## src/qspi_opcode_pkg.sv

```systemverilog
package qspi_opcode_pkg;

    // Flash opcodes known to the controller
    typedef enum logic [7:0] {
        // Fast reads, 3 or 4 address bytes by mode
        OP_READ_FAST     = 8'h0B,
        OP_READ_QUAD_OUT = 8'h6B,
        OP_READ_QUAD_IO  = 8'hEB,
        // Fast reads, always 4 address bytes
        OP_READ_FAST4    = 8'h0C,
        OP_READ_QUAD_OUT4 = 8'h6C,
        OP_READ_QUAD_IO4 = 8'hEC,
        // Page programs
        OP_PROG_PAGE     = 8'h02,
        OP_PROG_QUAD     = 8'h32,
        OP_PROG_QUAD_EXT = 8'h12,
        // OTP array access
        OP_READ_OTP      = 8'h4B,
        OP_PROG_OTP      = 8'h22,
        // Erase
        OP_ERASE_SUB     = 8'h20,
        OP_ERASE_SECT    = 8'hD8,
        // Lock register, addressed
        OP_READ_LOCK     = 8'hE8,
        OP_WRITE_LOCK    = 8'hE5,
        // Address mode switch
        OP_EN4BYTEA      = 8'hB7,
        OP_EX4BYTEA      = 8'hE9,
        // Plain commands
        OP_WREN          = 8'h06,
        OP_RDSR          = 8'h05
    } flash_opcode_t;

    // Address lengths in bytes
    localparam logic [2:0] ADDR_BYTES_SHORT = 3'd3;
    localparam logic [2:0] ADDR_BYTES_LONG  = 3'd4;

endpackage

```

## src/qspi_ctrl_pkg.sv

```systemverilog
package qspi_ctrl_pkg;

    typedef logic [7:0] byte_t;

    // Address byte count, up to 4
    typedef logic [2:0] addr_cnt_t;

    // Dummy clock count
    typedef logic [3:0] dummy_cnt_t;

    // One bit per data lane, lane 0 in bit 0
    typedef logic [3:0] lanes_t;

    typedef enum logic [2:0] {
        IDLE, COMMAND, ADDRESS, WRITE, DUMMY, READ_WAIT, READ, FINISH
    } seq_state_t;

    // Pulled-up bus, outputs released
    localparam lanes_t LANES_IDLE = 4'b1111;

    // Serial mode: only lane 0 is an output
    localparam lanes_t SERIAL_DT = 4'b1110;

endpackage

```

## src/qspi_phy_if.sv

```systemverilog
`timescale 1ns/100ps

interface qspi_phy_if;
    import qspi_ctrl_pkg::*;

    // Byte offered to the PHY
    byte_t tx_data;
    logic  tx_valid;
    logic  tx_ready;
    // Byte goes out on the lanes, otherwise the flash drives
    logic  tx_drive;
    // One floating clock instead of a byte
    logic  dummy;

    // Byte captured from the flash
    byte_t rx_data;
    logic  rx_valid;

    modport seq (
        output tx_data, tx_valid, tx_drive, dummy,
        input  tx_ready, rx_data, rx_valid
    );

    modport phy (
        input  tx_data, tx_valid, tx_drive, dummy,
        output tx_ready, rx_data, rx_valid
    );

endinterface

```

## src/qspi_phy.sv

```systemverilog
`timescale 1ns/100ps

module qspi_phy #(
    parameter bit MODE_QIO = 1'b1
) (
    input  logic                  clk,
    input  logic                  reset,
    qspi_phy_if.phy               phy,
    input  qspi_ctrl_pkg::lanes_t di,
    output qspi_ctrl_pkg::lanes_t dout,
    output qspi_ctrl_pkg::lanes_t dt,
    output logic                  ncs
);
    import qspi_ctrl_pkg::*;

    // Bits moved per clock and slots per byte
    localparam int         STEP      = MODE_QIO ? 4 : 1;
    localparam logic [2:0] LAST_SLOT = MODE_QIO ? 3'd1 : 3'd7;
    localparam lanes_t     DRIVE_DT  = MODE_QIO ? 4'b0000 : SERIAL_DT;

    logic       active;
    logic [2:0] slot;
    logic       slot_dummy;
    logic       driving;
    logic       last_slot;
    logic       take;
    byte_t      tx_shift;
    byte_t      rx_shift;
    byte_t      rx_next;

    // Top bits of a byte as lane values
    function automatic lanes_t lane_bits(byte_t b);
        return MODE_QIO ? b[7:4] : {3'b111, b[7]};
    endfunction

    assign last_slot = (slot == LAST_SLOT);

    // Free when idle, at a byte boundary, or on any dummy clock
    assign phy.tx_ready = !active || last_slot || slot_dummy;
    assign take         = phy.tx_valid && phy.tx_ready;

    // Quad: nibble from all lanes. Serial: one bit from lane 1
    assign rx_next = MODE_QIO ? {rx_shift[3:0], di} : {rx_shift[6:0], di[1]};

    always_ff @(posedge clk) begin
        if (reset) begin
            active       <= 1'b0;
            slot         <= '0;
            slot_dummy   <= 1'b0;
            driving      <= 1'b0;
            ncs          <= 1'b1;
            dt           <= LANES_IDLE;
            dout         <= LANES_IDLE;
            phy.rx_valid <= 1'b0;
        end else begin
            // Read byte complete at the end of its last slot
            phy.rx_valid <= active && !driving && !slot_dummy && last_slot;

            if (take) begin
                active     <= 1'b1;
                ncs        <= 1'b0;
                slot       <= '0;
                slot_dummy <= phy.dummy;
                driving    <= phy.tx_drive && !phy.dummy;
                if (phy.dummy || !phy.tx_drive) begin
                    // Flash owns the lanes
                    dout <= LANES_IDLE;
                    dt   <= LANES_IDLE;
                end else begin
                    dout <= lane_bits(phy.tx_data);
                    dt   <= DRIVE_DT;
                end
            end else if (active && !phy.tx_ready) begin
                // Mid byte, next slot
                slot <= slot + 3'd1;
                if (driving) begin
                    dout <= lane_bits(tx_shift);
                end
            end else if (active) begin
                // Boundary with nothing offered, end of frame
                active     <= 1'b0;
                ncs        <= 1'b1;
                slot_dummy <= 1'b0;
                driving    <= 1'b0;
                dt         <= LANES_IDLE;
                dout       <= LANES_IDLE;
            end
        end
    end

    // Data path shift registers
    always_ff @(posedge clk) begin
        if (take) begin
            tx_shift <= phy.tx_data << STEP;
        end else begin
            tx_shift <= tx_shift << STEP;
        end

        // Sample at the edge that closes each read slot
        if (active && !driving && !slot_dummy) begin
            rx_shift <= rx_next;
            if (last_slot) begin
                phy.rx_data <= rx_next;
            end
        end
    end

endmodule

```

## src/qspi_cmd_decode.sv

```systemverilog
`timescale 1ns/100ps

module qspi_cmd_decode #(
    parameter bit ADDR4_DEFAULT = 1'b0
) (
    input  logic                     clk,
    input  logic                     reset,
    input  qspi_ctrl_pkg::byte_t     opcode,
    input  logic                     opcode_take,
    output qspi_ctrl_pkg::addr_cnt_t addr_bytes,
    output logic                     uses_dummy,
    output logic                     addr4_mode
);
    import qspi_opcode_pkg::*;

    flash_opcode_t op;
    logic          addr_3or4;
    logic          addr_4;

    assign op = flash_opcode_t'(opcode);

    // Address class and dummy need per opcode
    always_comb begin
        addr_3or4  = 1'b0;
        addr_4     = 1'b0;
        uses_dummy = 1'b0;
        case (op)
            OP_READ_FAST, OP_READ_QUAD_OUT, OP_READ_QUAD_IO: begin
                addr_3or4  = 1'b1;
                uses_dummy = 1'b1;
            end
            OP_READ_FAST4, OP_READ_QUAD_OUT4, OP_READ_QUAD_IO4: begin
                addr_4     = 1'b1;
                uses_dummy = 1'b1;
            end
            // OTP read goes without dummy clocks here
            OP_PROG_PAGE, OP_PROG_QUAD, OP_PROG_QUAD_EXT,
            OP_READ_OTP, OP_PROG_OTP, OP_ERASE_SUB, OP_ERASE_SECT,
            OP_READ_LOCK, OP_WRITE_LOCK: begin
                addr_3or4 = 1'b1;
            end
            default: begin
            end
        endcase
    end

    // 4-byte address mode, toggled by the mode opcodes
    always_ff @(posedge clk) begin
        if (reset) begin
            addr4_mode <= ADDR4_DEFAULT;
        end else if (opcode_take) begin
            if (op == OP_EN4BYTEA) begin
                addr4_mode <= 1'b1;
            end else if (op == OP_EX4BYTEA) begin
                addr4_mode <= 1'b0;
            end
        end
    end

    // Address length after the mode is applied
    always_comb begin
        if (addr_4 || (addr_3or4 && addr4_mode)) begin
            addr_bytes = ADDR_BYTES_LONG;
        end else if (addr_3or4) begin
            addr_bytes = ADDR_BYTES_SHORT;
        end else begin
            addr_bytes = 3'd0;
        end
    end

endmodule

```

## src/qspi_seq.sv

```systemverilog
`timescale 1ns/100ps

module qspi_seq #(
    parameter bit                        MODE_QIO     = 1'b1,
    parameter qspi_ctrl_pkg::dummy_cnt_t DUMMY_CYCLES = 4'd10
) (
    input  logic                     clk,
    input  logic                     reset,
    input  qspi_ctrl_pkg::byte_t     cmd_data,
    input  logic                     cmd_valid,
    input  logic                     cmd_last,
    output logic                     cmd_ready,
    output qspi_ctrl_pkg::byte_t     out_data,
    output logic                     out_valid,
    input  logic                     out_ready,
    output logic                     out_last,
    qspi_phy_if.seq                  phy,
    output qspi_ctrl_pkg::byte_t     opcode,
    output logic                     opcode_take,
    input  qspi_ctrl_pkg::addr_cnt_t addr_bytes,
    input  logic                     uses_dummy
);
    import qspi_ctrl_pkg::*;

    // Don't-care byte offered in dummy and read slots
    localparam byte_t FILL_BYTE = MODE_QIO ? 8'hFF : 8'h00;

    seq_state_t state;
    seq_state_t after_addr;
    byte_t      read_left;
    byte_t      req_left;
    addr_cnt_t  addr_left;
    dummy_cnt_t dummy_left;
    logic       with_dummy;
    logic       short_cmd;
    logic       rx_drop;

    // Opcode goes to the decoder straight from the stream
    assign opcode      = cmd_data;
    assign opcode_take = (state == COMMAND) && cmd_valid;

    // Opcode marked last but address still expected
    assign short_cmd = cmd_last && (addr_bytes != 3'd0);

    always_comb begin
        case (state)
            IDLE, COMMAND:  cmd_ready = 1'b1;
            ADDRESS, WRITE: cmd_ready = phy.tx_ready;
            default:        cmd_ready = 1'b0;
        endcase
    end

    // What the PHY sees in each phase
    always_comb begin
        phy.tx_data  = FILL_BYTE;
        phy.tx_valid = 1'b0;
        phy.tx_drive = 1'b0;
        phy.dummy    = 1'b0;
        case (state)
            COMMAND: begin
                phy.tx_data  = cmd_data;
                phy.tx_valid = cmd_valid && !short_cmd;
                phy.tx_drive = 1'b1;
            end
            ADDRESS, WRITE: begin
                phy.tx_data  = cmd_data;
                phy.tx_valid = cmd_valid;
                phy.tx_drive = 1'b1;
            end
            DUMMY: begin
                phy.tx_valid = 1'b1;
                phy.dummy    = 1'b1;
            end
            // One request per read byte, lanes released
            READ: phy.tx_valid = 1'b1;
            default: begin
            end
        endcase
    end

    // Read bytes go out only while a read is live
    assign out_data  = phy.rx_data;
    assign out_valid = phy.rx_valid && ((state == READ) || (state == READ_WAIT));
    assign out_last  = (read_left == 8'd1);
    assign rx_drop   = out_valid && !out_ready;

    // Phase after the final address byte
    always_comb begin
        if (with_dummy && (DUMMY_CYCLES != 4'd0)) begin
            after_addr = DUMMY;
        end else if (read_left != 8'd0) begin
            after_addr = READ;
        end else begin
            after_addr = FINISH;
        end
    end

    always_ff @(posedge clk) begin
        if (reset) begin
            state      <= IDLE;
            read_left  <= '0;
            req_left   <= '0;
            addr_left  <= '0;
            dummy_left <= '0;
            with_dummy <= 1'b0;
        end else begin
            if (out_valid && out_ready) begin
                read_left <= read_left - 8'd1;
            end
            case (state)
                IDLE: begin
                    // Byte 0 is the read count
                    if (cmd_valid && !cmd_last) begin
                        read_left <= cmd_data;
                        req_left  <= cmd_data;
                        state     <= COMMAND;
                    end
                end
                COMMAND: begin
                    if (cmd_valid) begin
                        addr_left  <= addr_bytes;
                        with_dummy <= uses_dummy;
                        dummy_left <= DUMMY_CYCLES;
                        if (short_cmd) begin
                            state <= FINISH;
                        end else if (cmd_last) begin
                            state <= (read_left != 8'd0) ? READ : FINISH;
                        end else begin
                            state <= (addr_bytes != 3'd0) ? ADDRESS : WRITE;
                        end
                    end
                end
                ADDRESS: begin
                    if (phy.tx_ready) begin
                        addr_left <= addr_left - 3'd1;
                        // Stream ran dry or ended early
                        if (!cmd_valid) begin
                            state <= FINISH;
                        end else if (addr_left == 3'd1) begin
                            state <= cmd_last ? after_addr : WRITE;
                        end else if (cmd_last) begin
                            state <= FINISH;
                        end
                    end
                end
                WRITE: begin
                    if (phy.tx_ready) begin
                        if (!cmd_valid) begin
                            state <= FINISH;
                        end else if (cmd_last) begin
                            state <= (read_left != 8'd0) ? READ : FINISH;
                        end
                    end
                end
                DUMMY: begin
                    if (phy.tx_ready) begin
                        dummy_left <= dummy_left - 4'd1;
                        if (dummy_left == 4'd1) begin
                            state <= (read_left != 8'd0) ? READ : FINISH;
                        end
                    end
                end
                READ: begin
                    if (phy.tx_ready) begin
                        req_left <= req_left - 8'd1;
                    end
                    // Consumer stalled, drop the rest
                    if (rx_drop) begin
                        state <= FINISH;
                    end else if (phy.tx_ready && (req_left == 8'd1)) begin
                        state <= READ_WAIT;
                    end
                end
                READ_WAIT: begin
                    if (rx_drop || (out_valid && out_last)) begin
                        state <= FINISH;
                    end
                end
                // PHY closes the frame at its next boundary
                FINISH: begin
                    if (phy.tx_ready) begin
                        state <= IDLE;
                    end
                end
                default: state <= IDLE;
            endcase
        end
    end

endmodule

```

## src/qspi_flash_ctrl.sv

```systemverilog
`timescale 1ns/100ps

module qspi_flash_ctrl #(
    parameter bit                        MODE_QIO      = 1'b1,
    parameter qspi_ctrl_pkg::dummy_cnt_t DUMMY_CYCLES  = 4'd10,
    parameter bit                        ADDR4_DEFAULT = 1'b0
) (
    input  logic                  clk,
    input  logic                  reset,
    // Flash pins
    input  qspi_ctrl_pkg::lanes_t di,
    output qspi_ctrl_pkg::lanes_t dout,
    output qspi_ctrl_pkg::lanes_t dt,
    output logic                  ncs,
    // Command stream: count, opcode, address, write data
    input  qspi_ctrl_pkg::byte_t  cmd_data,
    input  logic                  cmd_valid,
    output logic                  cmd_ready,
    input  logic                  cmd_last,
    // Read data stream
    output qspi_ctrl_pkg::byte_t  out_data,
    output logic                  out_valid,
    input  logic                  out_ready,
    output logic                  out_last
);
    import qspi_ctrl_pkg::*;

    byte_t     opcode;
    logic      opcode_take;
    addr_cnt_t addr_bytes;
    logic      uses_dummy;

    qspi_phy_if phy_if ();

    qspi_phy #(
        .MODE_QIO (MODE_QIO)
    ) phy_i (
        .clk   (clk),
        .reset (reset),
        .phy   (phy_if.phy),
        .di    (di),
        .dout  (dout),
        .dt    (dt),
        .ncs   (ncs)
    );

    qspi_cmd_decode #(
        .ADDR4_DEFAULT (ADDR4_DEFAULT)
    ) decode_i (
        .clk         (clk),
        .reset       (reset),
        .opcode      (opcode),
        .opcode_take (opcode_take),
        .addr_bytes  (addr_bytes),
        .uses_dummy  (uses_dummy),
        .addr4_mode  ()
    );

    qspi_seq #(
        .MODE_QIO     (MODE_QIO),
        .DUMMY_CYCLES (DUMMY_CYCLES)
    ) seq_i (
        .clk         (clk),
        .reset       (reset),
        .cmd_data    (cmd_data),
        .cmd_valid   (cmd_valid),
        .cmd_last    (cmd_last),
        .cmd_ready   (cmd_ready),
        .out_data    (out_data),
        .out_valid   (out_valid),
        .out_ready   (out_ready),
        .out_last    (out_last),
        .phy         (phy_if.seq),
        .opcode      (opcode),
        .opcode_take (opcode_take),
        .addr_bytes  (addr_bytes),
        .uses_dummy  (uses_dummy)
    );

endmodule

```

## config.mk

```make
export PLATFORM = sky130hd
export DESIGN_NAME = qspi_flash_ctrl
export DESIGN_NICKNAME = d
export VERILOG_FILES = /design/src/qspi_opcode_pkg.sv /design/src/qspi_ctrl_pkg.sv /design/src/qspi_phy_if.sv /design/src/qspi_phy.sv /design/src/qspi_cmd_decode.sv /design/src/qspi_seq.sv /design/src/qspi_flash_ctrl.sv
export SDC_FILE = /design/constraint.sdc
export NUM_CORES = 1
export LEC_CHECK = 0
export BUFFER_PORTS_ARGS = -buffer_cell sky130_fd_sc_hd__buf_2
export CAP_MARGIN = 20
export CORE_MARGIN = 10
export CORE_UTILIZATION = 45
export DETAILED_ROUTE_END_ITERATION = 8
export HOLD_SLACK_MARGIN = 0.15
export PLACE_DENSITY_LB_ADDON = 0.08
export SLEW_MARGIN = 20
export SYNTH_ARGS = -nofsm -noshare
export SYNTH_HDL_FRONTEND = slang
export SYNTH_SLANG_ARGS = --single-unit
```

## constraint.sdc

```tcl
create_clock -name clk -period 2.24 [get_ports clk]
set_input_delay 0.112 -clock clk [delete_from_list [all_inputs] [get_ports clk]]
set_output_delay 0.112 -clock clk [all_outputs]
set_load 0.1 [all_outputs]
```

---- Word level (Yosys, flattened, before mapping) ----
Index checks and enable logic that the tools add are counted.
word-level totals
  flip-flop bits (word level) ............. 64
  bits of input ports ..................... 17
  output and inout bits ................... 20
cells by class
  add/sub/neg operators ................... 5
  eq/ne operators ......................... 43
  mux-type cells .......................... 64
  reduce and logical (&&, ||, !) cells .... 57
operators by type and width
  operator                                                               number
  3-bit 2-to-1 mux                                                       22
  8-bit equality test, second input constant                             7
  8-bit 2-to-1 mux                                                       7
  4-bit 2-to-1 mux                                                       10
  8-bit by 6-bit equality test with 1-bit output, second input constant  3
  8-bit by 7-bit equality test with 1-bit output, second input constant  3
  3-bit case mux with 8 select lines                                     1
  1-bit 2-to-1 mux                                                       18
  8-bit by 1-bit equality test with 1-bit output, second input constant  2
  8-bit by 4-bit equality test with 1-bit output, second input constant  2
  1-bit logical AND                                                      16
  8-bit case mux with 2 select lines                                     1
  8-bit by 1-bit subtractor with 8-bit output, second input constant     2
  2-bit != test, second input constant                                   7
  3-bit equality test, second input constant                             4
  12-bit OR reduction                                                    1
  11-bit AND reduction                                                   1
  2-bit AND reduction                                                    5
  2-bit nonzero test                                                     5
  3-bit by 1-bit equality test with 1-bit output, second input constant  3
  1-bit logical NOT                                                      9
  3-bit AND reduction                                                    3
  8-bit by 2-bit equality test with 1-bit output, second input constant  1
  8-bit by 5-bit equality test with 1-bit output, second input constant  1
  22 further kinds                                                       35

---- Depth between registers and ports, before layout ----
  depth in word-level cells ............... 14
  depth in mapped cells ................... 9
  mapped depth without buffers ............ 8

---- Hierarchy ----
Synthesis repeated with hierarchy kept, for this count alone.
unflattened totals
  cell total of the unflattened synthesis .. 404
  area, all modules ....................... 3357.0 um^2
by module, submodules not included
  module           times used  cells each  area each (um^2)  sequential area each (um^2)
  qspi_seq         1           271         1999.4            540.5
  qspi_phy         1           94          1112.3            700.7
  qspi_cmd_decode  1           39          245.2             20.0

---- Worst setup path before layout ----
OpenSTA, ideal clock, no wires.
  path kind ............................... register -> register
  start ................................... register seq_i.read_left[3]
  end ..................................... register seq_i.state[2]
  data arrival time ....................... 2.865 ns
  data required time ...................... 2.169 ns
  setup slack ............................. -0.695 ns
  stages on the path, launching flop included .. 7
  buffers on the path ..................... 0
  period minus slack after synthesis ...... 2.935 ns
  cells stage by stage .................... dfxtp_1 > nor4_2 > and3_1 > a21oi_1 > or4b_4 > or4_1 > a21oi_1
between the ends
  cells in the longest elaborated chain, start to end .. 5
ends and longest elaborated chain
  item                                            RTL line               source
  start: declaration                              qspi_seq.sv:30         byte_t read_left;
  start signal: assignment                        qspi_seq.sv:108        read_left <= read_left - 8'd1;
  start signal: assignment                        qspi_seq.sv:114        read_left <= cmd_data;
  8-bit by 1-bit equality test with 1-bit output  qspi_seq.sv:84         assign out_last = (read_left == 8'd1);
  net out_last                                    qspi_flash_ctrl.sv:24  output logic out_last
  1-bit logical AND                               qspi_seq.sv:175        if (rx_drop || (out_valid && out_last)) begin
  1-bit logical OR                                qspi_seq.sv:175
  2-bit != test (no line)                         --
  11-bit AND reduction (no line)                  --
  end signal: assignment                          qspi_seq.sv:140        state <= cmd_last ? after_addr : WRITE;
  end signal: assignment                          qspi_seq.sv:151        state <= (read_left != 8'd0) ? READ : FINISH;
  end signal: assignment                          qspi_seq.sv:159        state <= (read_left != 8'd0) ? READ : FINISH;
  end: declaration                                qspi_seq.sv:28         seq_state_t state;
The timed path passes the listed nets, and every way through them passes these cells.
A chain may end at the register's enable or synchronous reset.

---- Final worst setup path ----
  start ................................... register seq_i.req_left[5]
  end ..................................... register seq_i.state[2]
between the ends
  cells in the longest elaborated chain, start to end .. 4
ends and longest elaborated chain
  item                                                RTL line         source
  start: declaration                                  qspi_seq.sv:31   byte_t req_left;
  start signal: assignment                            qspi_seq.sv:115  req_left <= cmd_data;
  start signal: assignment                            qspi_seq.sv:165  req_left <= req_left - 8'd1;
  8-bit by 1-bit equality test with 1-bit output      qspi_seq.sv:170  end else if (phy.tx_ready && (req_left == 8'd1)) begin
  1-bit logical AND                                   qspi_seq.sv:170
  3-bit by 2-bit != test with 1-bit output (no line)  --
  11-bit AND reduction (no line)                      --
Every way passes these cells.

==> results.py <==
metrics = {
    "outcome": {
        "status": "complete, no violations",
    },
    "placement": {
        "portBuffers": 36,
        "dpl.cell_count": 506,
        "dp_hpwl_um": 6190,
        "place_congestion": 0.882,
    },
    "worst_setup_path": {
        "cp.arrival_ns": 2.43,
        "cp_max_fo": 2,
        "critPathCaptureType": "register",
        "critPathRequiredTime_ns": 2.51,
        "crit_type": "reg -> reg",
        "startpoint_type": "register",
    },
    "yosys": {
        "ys_seq_elements": 57,
        "ys_seq_area_share_pct": 39.9,
        "synth_nets": 400,
        "ys.flop_type": "dfxtp_1",
        "synthAdderAreaFrac_pct": 3.96,
        "muxShareOfSynthArea_pct": 0.316,
        "synth_cells": 373,
        "synthSimpleGateAreaFrac_pct": 25.6,
        "synth-edff-count": 12,
        "yosys_warnings": 0,
        "syn_avg_cell_area_um2": 8.48,
        "syn-cell-area_mm2": 0.00316,
        "synth_cell_types": 62,
        "synth-compound-area-share_pct": 22.4,
        "synth_top_family_by_area": "simple AND/OR/NAND/NOR gates",
        "synth-xor-area-share_pct": 2.77,
        "async_flop_share_pct": 0,
    },
    "timing": {
        "skew_ns": 0.00706,
        "worstMarginPinSlew_ns": 0.794,
        "period_share_pct": 96.2,
        "setup_viol": 0,
        "max_freq_ghz": 0.464,
        "period_needed_ns": 2.16,
        "hold_viol_final": 0,
        "fin_hold_ws_ns": 0.156,
        "relSlewSlack_pct": 47.1,
        "slew_viol_final": 0,
    },
    "floorplan": {
        "die_x_um": 104,
        "initial_core_util_pct": 46.3,
        "core_area_mm2": 0.00683,
        "ios": 37,
        "std_cell_rows": 30,
        "dieArea_mm2": 0.0108,
        "die_y_um": 104,
    },
    "clocking": {
        "cts-htree-levels": 3,
        "clockBufferDepth": 2,
        "insertion_delay_ns": 0.35,
        "tritoncts": "yes",
        "cts.sinks": 57,
        "cts_buffers": 9,
        "clock-root-buffer": "clkbuf_8",
        "clkTransAtPathRegs_ns": 0.07,
    },
    "route": {
        "drt-total-wl_um": 8680,
        "met2_length_um": 3970,
        "drtPass1Iterations": 4,
        "drt_iter0_markers": 198,
        "viasPerCell": 5.61,
        "route.detailed.drc": 0,
        "vias": 3025,
        "ant_nets": 0,
        "wl_met1_um": 4060,
        "highest_layer": "met4",
        "wl_per_cell_um": 16.1,
        "wl_met3_um": 499,
    },
    "layout": {
        "antenna_cells": 0,
        "layout_commonest_cell": "dfxtp_1",
        "final_cell_mix": "dfxtp_1 (41), nor2_1 (35), nand2_1 (35), buf_2 (35), buf_4 (33)",
        "layout.cells.non_filler": 539,
        "area_growth_syn_to_layout_pct": 26.1,
        "final_nets": 465,
        "layout-drive-gt1-share_pct": 25.5,
    },
    "power": {
        "comb_power_share_pct": 48.0,
        "intPower_w": 0.00277,
        "pwr-share-seq_pct": 30.0,
        "p_leak_nw": 1.54,
        "powerDensity_mw_per_mm2": 1240,
        "ir_drop_uv": 490,
        "switchingPower_w": 0.00217,
        "p_clk_share_pct": 22.0,
        "p_total_w": 0.00494,
        "swShare_pct": 44.0,
    },
    "flow_run": {
        "maxCapViolations": 0,
    },
    "global_route": {
        "grt_usage_pct": 16.0,
        "grt_max_degree": 41,
        "grt_antenna_before_repair": 0,
        "grt_pass1_vias": 2977,
        "grt_pass1_wl_um": 14300,
        "grt.overflow.total": 0,
    },
    "min_path": {
        "hp-class": "in -> reg",
    },
}
sequential cells by signal (all words and copies together), names as in the netlist:
name / flops
phy_i.phy.rx_data: 8
seq_i.read_left: 8
seq_i.req_left: 8
phy_i.dout: 4
phy_i.rx_shift: 4
phy_i.tx_shift: 4
seq_i.dummy_left: 4
phy_i.slot: 3
seq_i.addr_left: 3
seq_i.state: 3
decode_i.addr4_mode: 1
phy_i.active: 1
phy_i.driving: 1
phy_i.dt: 1
phy_i.ncs: 1
phy_i.phy.rx_valid: 1
phy_i.slot_dummy: 1
seq_i.with_dummy: 1
critical path, cell delays in order, from the launching register on:
cell and delay (ns):
dfxtp_2 0.34, nor4_4 0.28, and2b_2 0.21, a41oi_2 0.13, or4b_4 0.55, or4_1 0.41
a21oi_1 0.15
power by group through the flow:
stage	registers, W	logic [W]	clock network, W
after floorplan	0.00173	0.00145	0
after global placement	0.00148	0.00223	0
after detailed placement	0.00149	0.00224	0
after CTS	0.00147	0.00230	0.00108
after global routing	0.00152	0.00258	0.00113
final	0.00148	0.00237	0.00109
kinds of logic (layout without fill, tap and decap cells):
group	Yosys count	in the layout
compound gates	101	101
mux	1	1
xor+xnor	10	10
fa+ha+maj	10	10
buf+inv	39	109
simple gates	155	155
flops	57	57
cell type report:
type	instances	area, µm²
sequential	57	1270
inverter	13	48.8
timing repair buffer	80	544
clock buffer	9	124
tap	96	120
fill	637	2840
clock inverter	7	95.1
multi-input combinational	277	1790
routing by layer:
metal / vias up / global-route usage, %
li1: 1493 / -
met1: 1425 / 19.8
met4: 0 / 7.06
met5: - / 0
met2: 93 / 25.2
met3: 14 / 4.40
path summary, 6_finish.rpt:
check / startpoint / endpoint / slack, ns / cells past startpoint
worst max-delay path: seq_i.req_left[5] / seq_i.state[2] / 0.08 / 6
worst min-delay path: cmd_data[5] / seq_i.read_left[5] / 0.16 / 3
worst max register to register: seq_i.req_left[5] / seq_i.state[2] / 0.08 / 6
worst min register to register: phy_i.rx_shift[0] / phy_i.phy.rx_data[4] / 0.42 / 0
Yosys cell counts (2+ instances only):
master / n / area, µm²
dfxtp_1: 45 / 901
nand2_1: 36 / 135
nor2_1: 35 / 131
a21oi_1: 23 / 115
clkbuf_1: 19 / 71.3
nor3_1: 15 / 75.1
o21ai_0: 14 / 70.1
inv_1: 13 / 48.8
nand3_1: 13 / 65.1
edfxtp_1: 12 / 360
nor2b_1: 12 / 75.1
a211oi_1: 10 / 75.1
ha_1: 10 / 125
nand2b_1: 10 / 62.6
a31oi_1: 7 / 43.8
o31a_1: 7 / 61.3
xor2_1: 7 / 61.3
a311oi_1: 6 / 52.6
a21o_1: 4 / 30.0
a221o_1: 4 / 40.0
and3_1: 4 / 25.0
o21bai_1: 4 / 30.0
buf_2: 3 / 15.0
buf_4: 3 / 22.5
nand3b_1: 3 / 22.5
nand4_1: 3 / 18.8
nor3b_1: 3 / 22.5
nor4_1: 3 / 18.8
o2111ai_1: 3 / 26.3
or3_1: 3 / 18.8
xnor2_1: 3 / 26.3
a22oi_1: 2 / 15.0
a41oi_1: 2 / 17.5
and2_1: 2 / 12.5
or2_2: 2 / 12.5
or4_1: 2 / 15.0
per-stage QoR:
stage	setup slack (ns)	setup TNS (ns)	area [µm²]	utilization, %
floorplan	-0.228	-0.228	3170	-
global placement	0.0153	0	3560	52.2
finish	0.0848	0	3990	58.4
global route	-0.00859	-0.0105	3990	58.4
CTS	0.00591	0	3920	57.3
detailed placement	-0.00272	-0.00272	3560	52.2
timing repair:
item / in CTS / in global routing
buffers inserted: 2 / 4
setup endpoints to repair: 1 / 10
pin swaps: 0 / 8
endpoints found under the hold margin: 16 / 0
hold buffers: 11 / 0
gates resized for setup: 2 / 13
(Power assumes the default switching activity.)
